$ cat config.mk
export PLATFORM = sky130hd
export DESIGN_NAME = boardRenderer
export DESIGN_NICKNAME = d
export VERILOG_FILES = /design/src/source/boardPkg.sv /design/src/source/renderPkg.sv /design/src/source/tileMemory.sv /design/src/source/tileScanner.sv /design/src/source/renderController.sv /design/src/source/boardRenderer.sv
export VERILOG_INCLUDE_DIRS = /design/src /design/src/source
export SDC_FILE = /design/constraint.sdc
export NUM_CORES = 1
export LEC_CHECK = 0
export ABC_AREA = 0
export BUFFER_PORTS_ARGS = -buffer_cell sky130_fd_sc_hd__clkbuf_2
export CAP_MARGIN = 25
export CORE_MARGIN = 2
export CORE_UTILIZATION = 40
export DETAILED_ROUTE_END_ITERATION = 10
export GPL_ROUTABILITY_DRIVEN = 1
export SYNTH_ARGS = -nofsm -noshare
export SYNTH_HDL_FRONTEND = slang
export SYNTH_HIERARCHICAL = 1
export SYNTH_SLANG_ARGS = --single-unit
$ cat constraint.sdc
create_clock -name clock -period 10.1 [get_ports clock]
set_clock_uncertainty 0.1 [all_clocks]
set_input_delay 0.505 -clock clock [delete_from_list [all_inputs] [get_ports clock]]
set_output_delay 0.505 -clock clock [all_outputs]
set_load 0.005 [all_outputs]
$ cat src/source/board_defines.svh
`ifndef BOARD_DEFINES_SVH
`define BOARD_DEFINES_SVH

////////////////////////////////////////
// board geometry
////////////////////////////////////////

`define BOARD_SIDE 16          // tiles per side
`define TILE_PIXELS 10         // pixels per tile side
`define TILE_COUNT 256

// plotter coordinate widths
`define X_WIDTH 10
`define Y_WIDTH 9

////////////////////////////////////////
// colour codes, rgb
////////////////////////////////////////

`define COLOUR_EMPTY 3'b000
`define COLOUR_RED 3'b100
`define COLOUR_BLUE 3'b001
`define COLOUR_BOTH 3'b111     // both players on one tile

`endif

$ cat src/source/boardPkg.sv
`include "board_defines.svh"

package boardPkg;

    typedef logic [2:0] colour_t;  // rgb, one bit each

    // row or column of a tile
    typedef logic [$clog2(`BOARD_SIDE)-1:0] tileCoord_t;

    typedef struct packed {
        tileCoord_t row;           // upper half
        tileCoord_t column;        // lower half
    } tileField_t;

    // flat index for counting and memory, or split into row and column
    typedef union packed {
        logic [$clog2(`TILE_COUNT)-1:0] index;
        tileField_t field;
    } tileAddress_u;

    typedef logic [`X_WIDTH-1:0] pixelX_t;
    typedef logic [`Y_WIDTH-1:0] pixelY_t;

endpackage

$ cat src/source/renderPkg.sv
package renderPkg;

    // controller states
    typedef enum logic [2:0] {
        Clear,       // post-reset sweep of the board
        Idle,
        WriteRed,
        WriteBlue,
        Scan         // scanner owns the plotter
    } renderState_t;

endpackage

$ cat src/source/tileMemory.sv
`include "board_defines.svh"

module tileMemory
    import boardPkg::*;
(
    input  logic         clock,
    input  logic         writeEnable,
    input  tileAddress_u writeAddress,
    input  colour_t      writeColour,
    input  tileAddress_u readAddress,
    output colour_t      tileColour
);

    // one colour per tile
    colour_t board [`TILE_COUNT];

    ////////////////////////////////////////
    // write port
    ////////////////////////////////////////

    always_ff @(posedge clock) begin
        if (writeEnable) begin
            board[writeAddress.index] <= writeColour;
        end
    end

    ////////////////////////////////////////
    // read port, one cycle latency
    ////////////////////////////////////////

    always_ff @(posedge clock) begin
        tileColour <= board[readAddress.index];
    end

endmodule

$ cat src/source/tileScanner.sv
`include "board_defines.svh"

module tileScanner
    import boardPkg::*;
(
    input  logic         clock,
    input  logic         reset,
    input  logic         scanStart,
    output tileAddress_u readAddress,
    input  colour_t      tileColour,
    output pixelX_t      x,
    output pixelY_t      y,
    output colour_t      colour,
    output logic         plotEnable,
    output logic         scanDone
);

    // offset of a pixel inside its tile
    typedef logic [$clog2(`TILE_PIXELS)-1:0] offset_t;

    localparam offset_t lastOffset = offset_t'(`TILE_PIXELS - 1);

    logic         active;      // pass in progress
    logic         fetch;       // memory read cycle, nothing plotted
    tileAddress_u tile;
    offset_t      dx;
    offset_t      dy;
    logic         lastTile;

    assign lastTile = tile.index == 8'(`TILE_COUNT - 1);

    ////////////////////////////////////////
    // tile and pixel counters
    ////////////////////////////////////////

    always_ff @(posedge clock) begin
        if (reset) begin
            active   <= 1'b0;
            fetch    <= 1'b0;
            tile     <= '0;
            dx       <= '0;
            dy       <= '0;
            scanDone <= 1'b0;
        end else begin
            scanDone <= 1'b0;
            if (scanStart) begin
                active     <= 1'b1;
                fetch      <= 1'b1;
                tile.index <= '0;
                dx         <= '0;
                dy         <= '0;
            end else if (active) begin
                if (fetch) begin
                    fetch <= 1'b0;      // colour arrives now
                end else if (dx == lastOffset) begin
                    dx <= '0;
                    if (dy == lastOffset) begin
                        dy <= '0;
                        if (lastTile) begin
                            active   <= 1'b0;
                            scanDone <= 1'b1;
                        end else begin
                            tile.index <= tile.index + 1'b1;
                            fetch      <= 1'b1;
                        end
                    end else begin
                        dy <= dy + 1'b1;
                    end
                end else begin
                    dx <= dx + 1'b1;
                end
            end
        end
    end

    ////////////////////////////////////////
    // plotter outputs
    ////////////////////////////////////////

    assign readAddress = tile;   // held for the whole tile
    assign plotEnable  = active && !fetch;
    assign colour      = tileColour;

    // tile origin from the row and column fields
    assign x = pixelX_t'(tile.field.column) * pixelX_t'(`TILE_PIXELS) + pixelX_t'(dx);
    assign y = pixelY_t'(tile.field.row) * pixelY_t'(`TILE_PIXELS) + pixelY_t'(dy);

endmodule

$ cat src/source/renderController.sv
`include "board_defines.svh"

module renderController
    import boardPkg::*,
           renderPkg::*;
(
    input  logic         clock,
    input  logic         reset,
    input  logic         trigger,
    input  tileCoord_t   redX,
    input  tileCoord_t   redY,
    input  tileCoord_t   blueX,
    input  tileCoord_t   blueY,
    output logic         writeEnable,
    output tileAddress_u writeAddress,
    output colour_t      writeColour,
    output logic         scanStart,
    input  logic         scanDone,
    output logic         busy
);

    renderState_t state;
    renderState_t nextState;
    tileAddress_u clearCount;  // sweep position after reset
    tileAddress_u redAddress;
    tileAddress_u blueAddress;
    tileAddress_u redTile;     // positions taken at trigger
    tileAddress_u blueTile;
    logic         accept;
    logic         collision;

    // player positions to tile addresses, y selects the row
    always_comb begin
        redAddress.field.row     = redY;
        redAddress.field.column  = redX;
        blueAddress.field.row    = blueY;
        blueAddress.field.column = blueX;
    end

    assign accept    = (state == Idle) && trigger;
    assign collision = redTile.index == blueTile.index;

    always_ff @(posedge clock) begin
        if (accept) begin
            redTile  <= redAddress;
            blueTile <= blueAddress;
        end
    end

    ////////////////////////////////////////
    // FSM
    ////////////////////////////////////////

    always_ff @(posedge clock) begin
        if (reset) begin
            state <= Clear;
        end else begin
            state <= nextState;
        end
    end

    always_comb begin
        nextState = state;
        case (state)
            Clear: begin
                if (clearCount.index == 8'(`TILE_COUNT - 1)) begin
                    nextState = Idle;
                end
            end
            Idle: begin
                if (trigger) begin
                    nextState = WriteRed;
                end
            end
            WriteRed:  nextState = WriteBlue;
            WriteBlue: nextState = Scan;
            Scan: begin
                if (scanDone) begin
                    nextState = Idle;
                end
            end
            default:   nextState = Clear;
        endcase
    end

    // one tile per cycle during the sweep
    always_ff @(posedge clock) begin
        if (reset) begin
            clearCount <= '0;
        end else if (state == Clear) begin
            clearCount.index <= clearCount.index + 1'b1;
        end
    end

    ////////////////////////////////////////
    // memory writes
    ////////////////////////////////////////

    always_comb begin
        writeEnable  = 1'b0;
        writeAddress = clearCount;
        writeColour  = `COLOUR_EMPTY;
        case (state)
            Clear: writeEnable = 1'b1;
            WriteRed: begin
                writeEnable  = 1'b1;
                writeAddress = redTile;
                writeColour  = collision ? `COLOUR_BOTH : `COLOUR_RED;
            end
            WriteBlue: begin
                writeEnable  = 1'b1;
                writeAddress = blueTile;
                writeColour  = collision ? `COLOUR_BOTH : `COLOUR_BLUE;
            end
            default: ;
        endcase
    end

    // scanner fetches tile 0 in the first Scan cycle
    assign scanStart = state == WriteBlue;
    assign busy      = state != Idle;

endmodule

$ cat src/source/boardRenderer.sv
module boardRenderer
    import boardPkg::*;
(
    input  logic       clock,
    input  logic       reset,
    input  logic       trigger,
    input  tileCoord_t redX,
    input  tileCoord_t redY,
    input  tileCoord_t blueX,
    input  tileCoord_t blueY,
    output pixelX_t    x,
    output pixelY_t    y,
    output colour_t    colour,
    output logic       plotEnable,
    output logic       busy
);

    logic         writeEnable;
    tileAddress_u writeAddress;
    colour_t      writeColour;
    tileAddress_u readAddress;
    colour_t      tileColour;
    logic         scanStart;
    logic         scanDone;

    renderController controller (
        .clock        (clock),
        .reset        (reset),
        .trigger      (trigger),
        .redX         (redX),
        .redY         (redY),
        .blueX        (blueX),
        .blueY        (blueY),
        .writeEnable  (writeEnable),
        .writeAddress (writeAddress),
        .writeColour  (writeColour),
        .scanStart    (scanStart),
        .scanDone     (scanDone),
        .busy         (busy)
    );

    tileMemory memory (
        .clock        (clock),
        .writeEnable  (writeEnable),
        .writeAddress (writeAddress),
        .writeColour  (writeColour),
        .readAddress  (readAddress),
        .tileColour   (tileColour)
    );

    tileScanner scanner (
        .clock        (clock),
        .reset        (reset),
        .scanStart    (scanStart),
        .readAddress  (readAddress),
        .tileColour   (tileColour),
        .x            (x),
        .y            (y),
        .colour       (colour),
        .plotEnable   (plotEnable),
        .scanDone     (scanDone)
    );

endmodule

==> flow_metrics.env, run 1 <==
export IMPL_total_leakage_power_uw=0.009517
export IMPL_synth_most_common_cell="sky130_fd_sc_hd__edfxtp_1"
export IMPL_htreeDepth=3
export IMPL_yosys_most_used_dff="sky130_fd_sc_hd__edfxtp_1"
export IMPL_die_x_um=294.7
export IMPL_xor_and_xnor_fraction_of_the_mapped_netlist_area_pct=0.7254
export IMPL_max_slew_margin_rel_pct=24.96
export IMPL_achievable_frequency_mhz=231.5
export IMPL_cts_inserted_buffers=85
export IMPL_fillCellCount=7154
export IMPL_fp_coreArea_mm2=0.08369
export IMPL_clk_insertion_delay_late_ns=0.63
export IMPL_detail_route_vias_per_cell=5.633
export IMPL_critical_path_required_ns=10.51
export IMPL_dp_hpwl_um=50000
export IMPL_first_global_vias=19054
export IMPL_detailedRoute_firstIterationViolations=1959
export IMPL_multi_input_area_mm2=0.008866
export IMPL_p_per_area_mw_per_mm2=175.6
export IMPL_holdCritPathClass="primary input to flip-flop"
export IMPL_synthDistinctLibCells=73
export IMPL_final_min_period_over_clock_period_pct=42.76
export IMPL_synthCells=2009
export IMPL_firstDrtPassIters=6
export IMPL_drv_max_cap_violation_count=0
export IMPL_global_route_usage_total_pct=19.05
export IMPL_rsz0062_at_grt="false"
export IMPL_design_die_area_mm2=0.08686
export IMPL_yosys_area_share_adder_pct=0.8290
export IMPL_clk_pin_slew_ns=0.06
export IMPL_path_cells="buf_4 -> buf_4 -> mux4_2 -> a22oi_1 -> a21oi_1 -> a21o_1 -> o32a_1 -> a311o_1"
export IMPL_synth_net_count=2048
export IMPL_synth_edff_count=784
export IMPL_worst_setup_path_start_kind="flip-flop"
export IMPL_gp_congestion=0.7907
export IMPL_worstPathArrival_ns=4.73
export IMPL_slew_limit_fails=0
export IMPL_cts_path_max_buffers=3
export IMPL_setup_viol_count_final=0
export IMPL_drive_above_1_share_pct=17.59
export IMPL_synthArstFlopShare_pct=0
export IMPL_slowest_delay_ns=0.80
export IMPL_path_class="flip-flop to flip-flop"
export IMPL_sinks_on_clock_net=817
export IMPL_endpoint_kind="flip-flop"
export IMPL_post_route_min_period_ns=4.319
export IMPL_post_synth_cell_area_avg_um2=16.83
export IMPL_syn_to_final_growth_pct=11.99
export IMPL_irDropWorstVdd_v=0.0001203
export IMPL_final_setup_tns_ns=0
export IMPL_clockRootBuffer="sky130_fd_sc_hd__clkbuf_16"
export IMPL_worst_hold_slack_ns=0.1030
export IMPL_antenna_left=0
export IMPL_num_ports=43
export IMPL_simple_gate_share_of_the_synthesized_area_pct=7.446
export IMPL_fin_nets=2099
export IMPL_cpLargestDelayFamily="buffers and inverters"
export IMPL_worstPathBufferInverterCount=2
export IMPL_antenna_found_initial=3
export IMPL_worst_pin_slew_ns=1.114
export IMPL_post_synth_top_area_fraction_pct=69.63
export IMPL_worst_path_most_repeated_cell="sky130_fd_sc_hd__buf_4"
export IMPL_post_synth_instance_area_mm2=0.03381
export IMPL_netlist_top_cells_area="sky130_fd_sc_hd__edfxtp_1 70%, sky130_fd_sc_hd__mux4_2 10%, sky130_fd_sc_hd__nor2_1 3.4%"
export IMPL_combinational_family_with_the_most_area_after_synthesis="multiplexers"
export IMPL_fp_row_count=106
export IMPL_die_height_um=294.7
export IMPL_final_design_area_no_fill_mm2=0.03786
export IMPL_synth_seq_cells=817
export IMPL_timing_final_hold_violations=0
export IMPL_post_cts_setup_buffer_count=0
export IMPL_drt_wl_total_um=81710
export IMPL_compound_cell_area_share_of_the_yosys_netlist_pct=3.893
export IMPL_port_buffer_count=41
export IMPL_dr_total_vias=18364
export IMPL_layout_core_utilization_pct=45.24
export IMPL_dpl_instance_area_mm2=0.03511
export IMPL_synth_cells_most_frequent="784 x sky130_fd_sc_hd__edfxtp_1, 305 x sky130_fd_sc_hd__nor2_1, 153 x sky130_fd_sc_hd__mux4_2"
export IMPL_register_area_mm2=0.02421
export IMPL_synth_sequential_area_ratio_pct=71.59
export IMPL_initial_core_util_pct=40.40
export IMPL_synth_area_leader="sky130_fd_sc_hd__edfxtp_1"
export IMPL_worst_path_max_delay_cell="sky130_fd_sc_hd__buf_4"
export IMPL_yosysWarningCount=6
export IMPL_yosys_mux_area_fraction_pct=13.19
export IMPL_cts_tree="built"
export IMPL_grt_ovf=0
export IMPL_diode_insertion_count_for_antenna_repair=0
export IMPL_routedWlPerCell_um=25.07
export IMPL_drc_errors=0
export IMPL_status="finished clean"
export IMPL_grt_first_pass_wirelength_um=122400
export IMPL_cp_max_fo=44
export IMPL_maximum_number_of_pins_on_one_net_before_global_route_repair=233
==> stage by stage <==
| stage | std cells | worst slack [ns] | total power [uW] |
|---|---|---|---|
| after detailed placement | 3089 | 5.690 | 3802 |
| final | 3260 | 5.781 | 6649 |
| after floorplan | 2009 | 0.6394 | 3765 |
| after global placement | 3084 | 5.680 | 3801 |
| after global routing | 3260 | 5.432 | 6847 |
| after CTS | 3258 | 5.673 | 6717 |
==> worst register-to-register path, delay by kind of cell, from the launching register on <==
kind / cells / cell delay (ns)
buffers and inverters: 2 / 1.48
muxes: 1 / 0.62
DFF: 1 / 0.73
AOI/OAI and AO/OA: 5 / 1.30
==> layout by cell type (no fill, tap or decap), types with 13 or more instances in the layout <==
cell type / n
sky130_fd_sc_hd__nand3_1: 44
sky130_fd_sc_hd__mux2i_1: 100
sky130_fd_sc_hd__a21oi_1: 38
sky130_fd_sc_hd__nor2b_1: 28
sky130_fd_sc_hd__a22oi_1: 45
sky130_fd_sc_hd__dlygate4sd3_1: 16
sky130_fd_sc_hd__ha_1: 16
sky130_fd_sc_hd__clkinv_1: 19
sky130_fd_sc_hd__dfxtp_1: 30
sky130_fd_sc_hd__nor3_1: 23
sky130_fd_sc_hd__nand2_1: 63
sky130_fd_sc_hd__o22ai_1: 16
sky130_fd_sc_hd__nand4_1: 17
sky130_fd_sc_hd__o21ai_0: 19
sky130_fd_sc_hd__buf_4: 32
sky130_fd_sc_hd__clkbuf_1: 20
sky130_fd_sc_hd__nor2_1: 304
sky130_fd_sc_hd__mux4_2: 153
sky130_fd_sc_hd__xor2_1: 15
sky130_fd_sc_hd__clkbuf_2: 41
sky130_fd_sc_hd__xnor2_1: 13
sky130_fd_sc_hd__edfxtp_1: 784
sky130_fd_sc_hd__clkbuf_16: 86
==> registers in the layout, indices dropped and copies added (netlist names) <==
name                   flops
controller/blueTile        8
controller/clearCount      8
controller/redTile         8
controller/state           3
memory/board             768
memory/tileColour          3
scanner/active             1
scanner/dx                 4
scanner/dy                 4
scanner/fetch              1
scanner/readAddress        8
scanner/scanDone           1
==> per-layer routing <==
layer	up-vias	wire length (um)	global-route usage [%]
met1	9559	33660	25.85
met3	126	5888	3.318
met2	660	39960	31.05
li1	8019	-	-
met4	0	2203	6.608
met5	-	0	0
==> area by class of cell <==
cell class | count | area share (%)
Clock buffer | 107 | 5.919
Clock inverter | 46 | 0.8724
Inverter | 11 | 0.1091
Multi-Input combinational cell | 1045 | 23.42
Sequential cell | 817 | 63.95
Tap cell | 1134 | 3.748
Timing Repair Buffer | 100 | 1.986
==> power by group <==
part	switching (uW)	leakage (uW)	internal, uW	total, uW
sequential	5.32	0.00578	3660	3670
combinational	50.2	0.00249	17.1	67.3
clock	1260	0.00125	1650	2910
total	1320	0.00952	5330	6650
==> cell families (layout without fill, tap and decap cells) <==
| family | Yosys count | count (layout) |
|---|---|---|
| AOI/OAI and AO/OA | 192 | 192 |
| xor gates and xnor gates | 28 | 28 |
| adders and majority gates | 20 | 20 |
| buffers and inverters | 147 | 264 |
| DFF | 817 | 817 |
| muxes | 254 | 254 |
| other | 1 | 1 |
| and+or+nand+nor | 550 | 550 |
==> what timing repair did <==
action / CTS / global route
hold buffers: 16 / 0
gates resized for setup: 0 / 0
endpoints found under the hold margin: 16 / 0
endpoints found under the setup margin: 0 / 0
==> path summary, 6_finish.rpt <==
path                                                from                        to  slack [ns]  cells past startpoint
worst max register to register    scanner/readAddress[0]      memory/tileColour[2]        5.78                      8
worst min-delay path                             trigger       controller/state[1]        0.10                      3
worst min register to register  controller/clearCount[1]  controller/clearCount[1]        0.41                      2
worst max-delay path              scanner/readAddress[0]      memory/tileColour[2]        5.78                      8
No activity file was read; power rests on OpenSTA's default activity.
==> run 2, diff against run 1 <==
- clock period: 10.1 -> 4.1 ns (I/O delays scaled with it)
==> run 2 against run 1 <==
Compared with the run above: via count is 1.3% higher; power grew to 2.6 times the previous value; final cell count increased by 1.9%; critical endpoint is now memory/board[148][2]; critical path type unchanged.
==> flow_metrics.env, run 2 (synthesis results as in run 1) <==
export IMPL_status="finished clean"
export IMPL_achievable_frequency_mhz=265.3
export IMPL_port_buffer_count=41
export IMPL_cts_path_max_buffers=3
export IMPL_clk_insertion_delay_late_ns=0.65
export IMPL_layout_commonest_cell="sky130_fd_sc_hd__edfxtp_1"
export IMPL_dp_worst_setup_slack_ns=0.2370
export IMPL_num_ports=43
export IMPL_irDropWorstVdd_v=0.0003166
export IMPL_met2WireLength_um=40490
export IMPL_setup_worst_path_end="memory/board[148][2]"
export IMPL_setup_viol_count_final=0
export IMPL_detailedRoute_firstIterationViolations=1867
export IMPL_diode_insertion_count_for_antenna_repair=0
export IMPL_initial_core_util_pct=40.40
export IMPL_worst_setup_path_start_kind="flip-flop"
export IMPL_p_total_uw=17350
export IMPL_crit_start="controller/state[1]"
export IMPL_clk_pin_slew_ns=0.06
export IMPL_drv_max_cap_violation_count=0
export IMPL_dr_total_vias=18595
export IMPL_global_route_usage_total_pct=19.16
export IMPL_sinks_on_clock_net=817
export IMPL_final_setup_tns_ns=0
export IMPL_routedLengthMet1_um=33870
export IMPL_rr_endpoint="memory/board[148][2]"
export IMPL_setup_reg_to_reg_worst_slack_ns=0.33
export IMPL_die_x_um=294.7
export IMPL_cts_tree="built"
export IMPL_final_instance_count_excl_fill=3321
export IMPL_routedWlPerCell_um=24.91
export IMPL_route_met3_wl_um=6220
export IMPL_fp_row_count=106
export IMPL_route_top_layer_used="met4"
export IMPL_path_class="flip-flop to flip-flop"
export IMPL_clockRootBuffer="sky130_fd_sc_hd__clkbuf_16"
export IMPL_first_global_vias=18850
export IMPL_endpoint_kind="flip-flop"
export IMPL_fin_nets=2157
export IMPL_number_of_flip_flops_in_the_largest_register=768
export IMPL_dp_hpwl_um=52640
export IMPL_syn_to_final_growth_pct=14.92
export IMPL_max_slew_margin_rel_pct=33.10
export IMPL_slew_limit_fails=0
export IMPL_most_common_layout_cells="784 x sky130_fd_sc_hd__edfxtp_1, 304 x sky130_fd_sc_hd__nor2_1, 153 x sky130_fd_sc_hd__mux4_2, 100 x sky130_fd_sc_hd__mux2i_1, 88 x sky130_fd_sc_hd__clkbuf_16"
export IMPL_die_height_um=294.7
export IMPL_grt_first_pass_wirelength_um=122100
export IMPL_post_route_min_period_ns=3.770
export IMPL_firstDrtPassIters=6
export IMPL_worst_pin_slew_ns=1.001
export IMPL_fp_coreArea_mm2=0.08369
export IMPL_detail_route_vias_per_cell=5.599
export IMPL_timing_final_ws_setup_ns=0.3301
export IMPL_gp_congestion=0.8146
export IMPL_holdCritPathClass="primary input to flip-flop"
export IMPL_placedCellCount=3146
export IMPL_drc_errors=0
export IMPL_total_leakage_power_uw=0.01002
export IMPL_drt_wl_total_um=82740
export IMPL_post_cts_setup_buffer_count=0
export IMPL_worst_r2r_startpoint="controller/state[1]"
export IMPL_antenna_found_initial=0
export IMPL_final_min_period_over_clock_period_pct=91.95
export IMPL_grt_ovf=0
export IMPL_cts_inserted_buffers=85
export IMPL_worst_hold_slack_ns=0.1732
export IMPL_timing_reg2reg_worst_path_depth=5
export IMPL_regMostFlops="memory/board"
export IMPL_p_per_area_mw_per_mm2=446.4
export IMPL_rsz0062_at_grt="false"
export IMPL_antenna_left=0
export IMPL_timing_final_hold_violations=0
export IMPL_cp_max_fo=20
export IMPL_design_die_area_mm2=0.08686
export IMPL_critical_path_required_ns=4.29
export IMPL_drive_above_1_share_pct=19.98
export IMPL_htreeDepth=3
export IMPL_maximum_number_of_pins_on_one_net_before_global_route_repair=152
export IMPL_worstPathArrival_ns=3.96
==> run 2: changes by cell type in the layout (fill, tap and decap cells not counted), sizes merged <==
cell | before | now
bufinv | 3 | 16
clkinv | 34 | 25
inv | 17 | 14
clkinvlp | 3 | 4
dlygate4sd3 | 16 | 19
buf | 42 | 98
==> run 2: area by class of cell <==
cell class	count	area (um^2)
Fill cell	7066	44830
Timing Repair Buffer	158	1369
Clock inverter	48	664.4
Multi-Input combinational cell	1045	8851
Sequential cell	817	24210
Clock buffer	108	2297
Inverter	11	41.29
Tap cell	1134	1419
==> run 2: repair_timing <==
item,in CTS,in global routing
hold buffers,19,0
gates resized for setup,0,1
endpoints found under the hold margin,29,0
setup endpoints to repair,0,51
==> run 2: through the flow <==
step | util [%] | area, um^2
after floorplan | - | 33820
after global routing | 46.43 | 38850
after global placement | 42.66 | 35700
after CTS | 46.43 | 38850
after detailed placement | 42.66 | 35700
final | 46.43 | 38850
==> run 2: per-layer routing <==
metal / track usage (%) / up-vias
li1: - / 8133
met1: 25.87 / 9579
met2: 31.38 / 752
met3: 3.816 / 131
met4: 5.849 / 0
met5: 0 / -
==> run 2: worst min-delay path by stage <==
stage	from	end	slack, ns	cells after the start
floorplan	reset	scanner/fetch	0.18	1
global placement	blueY[3]	controller/blueTile[7]	0.28	1
detailed placement	redX[2]	controller/redTile[2]	0.28	1
CTS	redX[2]	controller/redTile[2]	0.13	2
global route	redX[3]	controller/redTile[3]	0.17	2
finish	redY[3]	controller/redTile[7]	0.17	2
==> run 2: power breakdown <==
group / switching, uW / internal (uW) / total (uW)
clock network: 3150 / 4980 / 8130
registers: 9.41 / 9020 / 9030
logic: 124 / 58.0 / 182
total: 3290 / 14100 / 17300
==> run 2: worst max-delay path, cell delays in order (launching register included) <==
cell and delay, ns:
sky130_fd_sc_hd__dfxtp_1 0.48, sky130_fd_sc_hd__nand2b_1 0.50, sky130_fd_sc_hd__o21ai_0 0.79, sky130_fd_sc_hd__nor2b_1 0.35, sky130_fd_sc_hd__nand3_1 0.66, sky130_fd_sc_hd__nor2_1 0.52
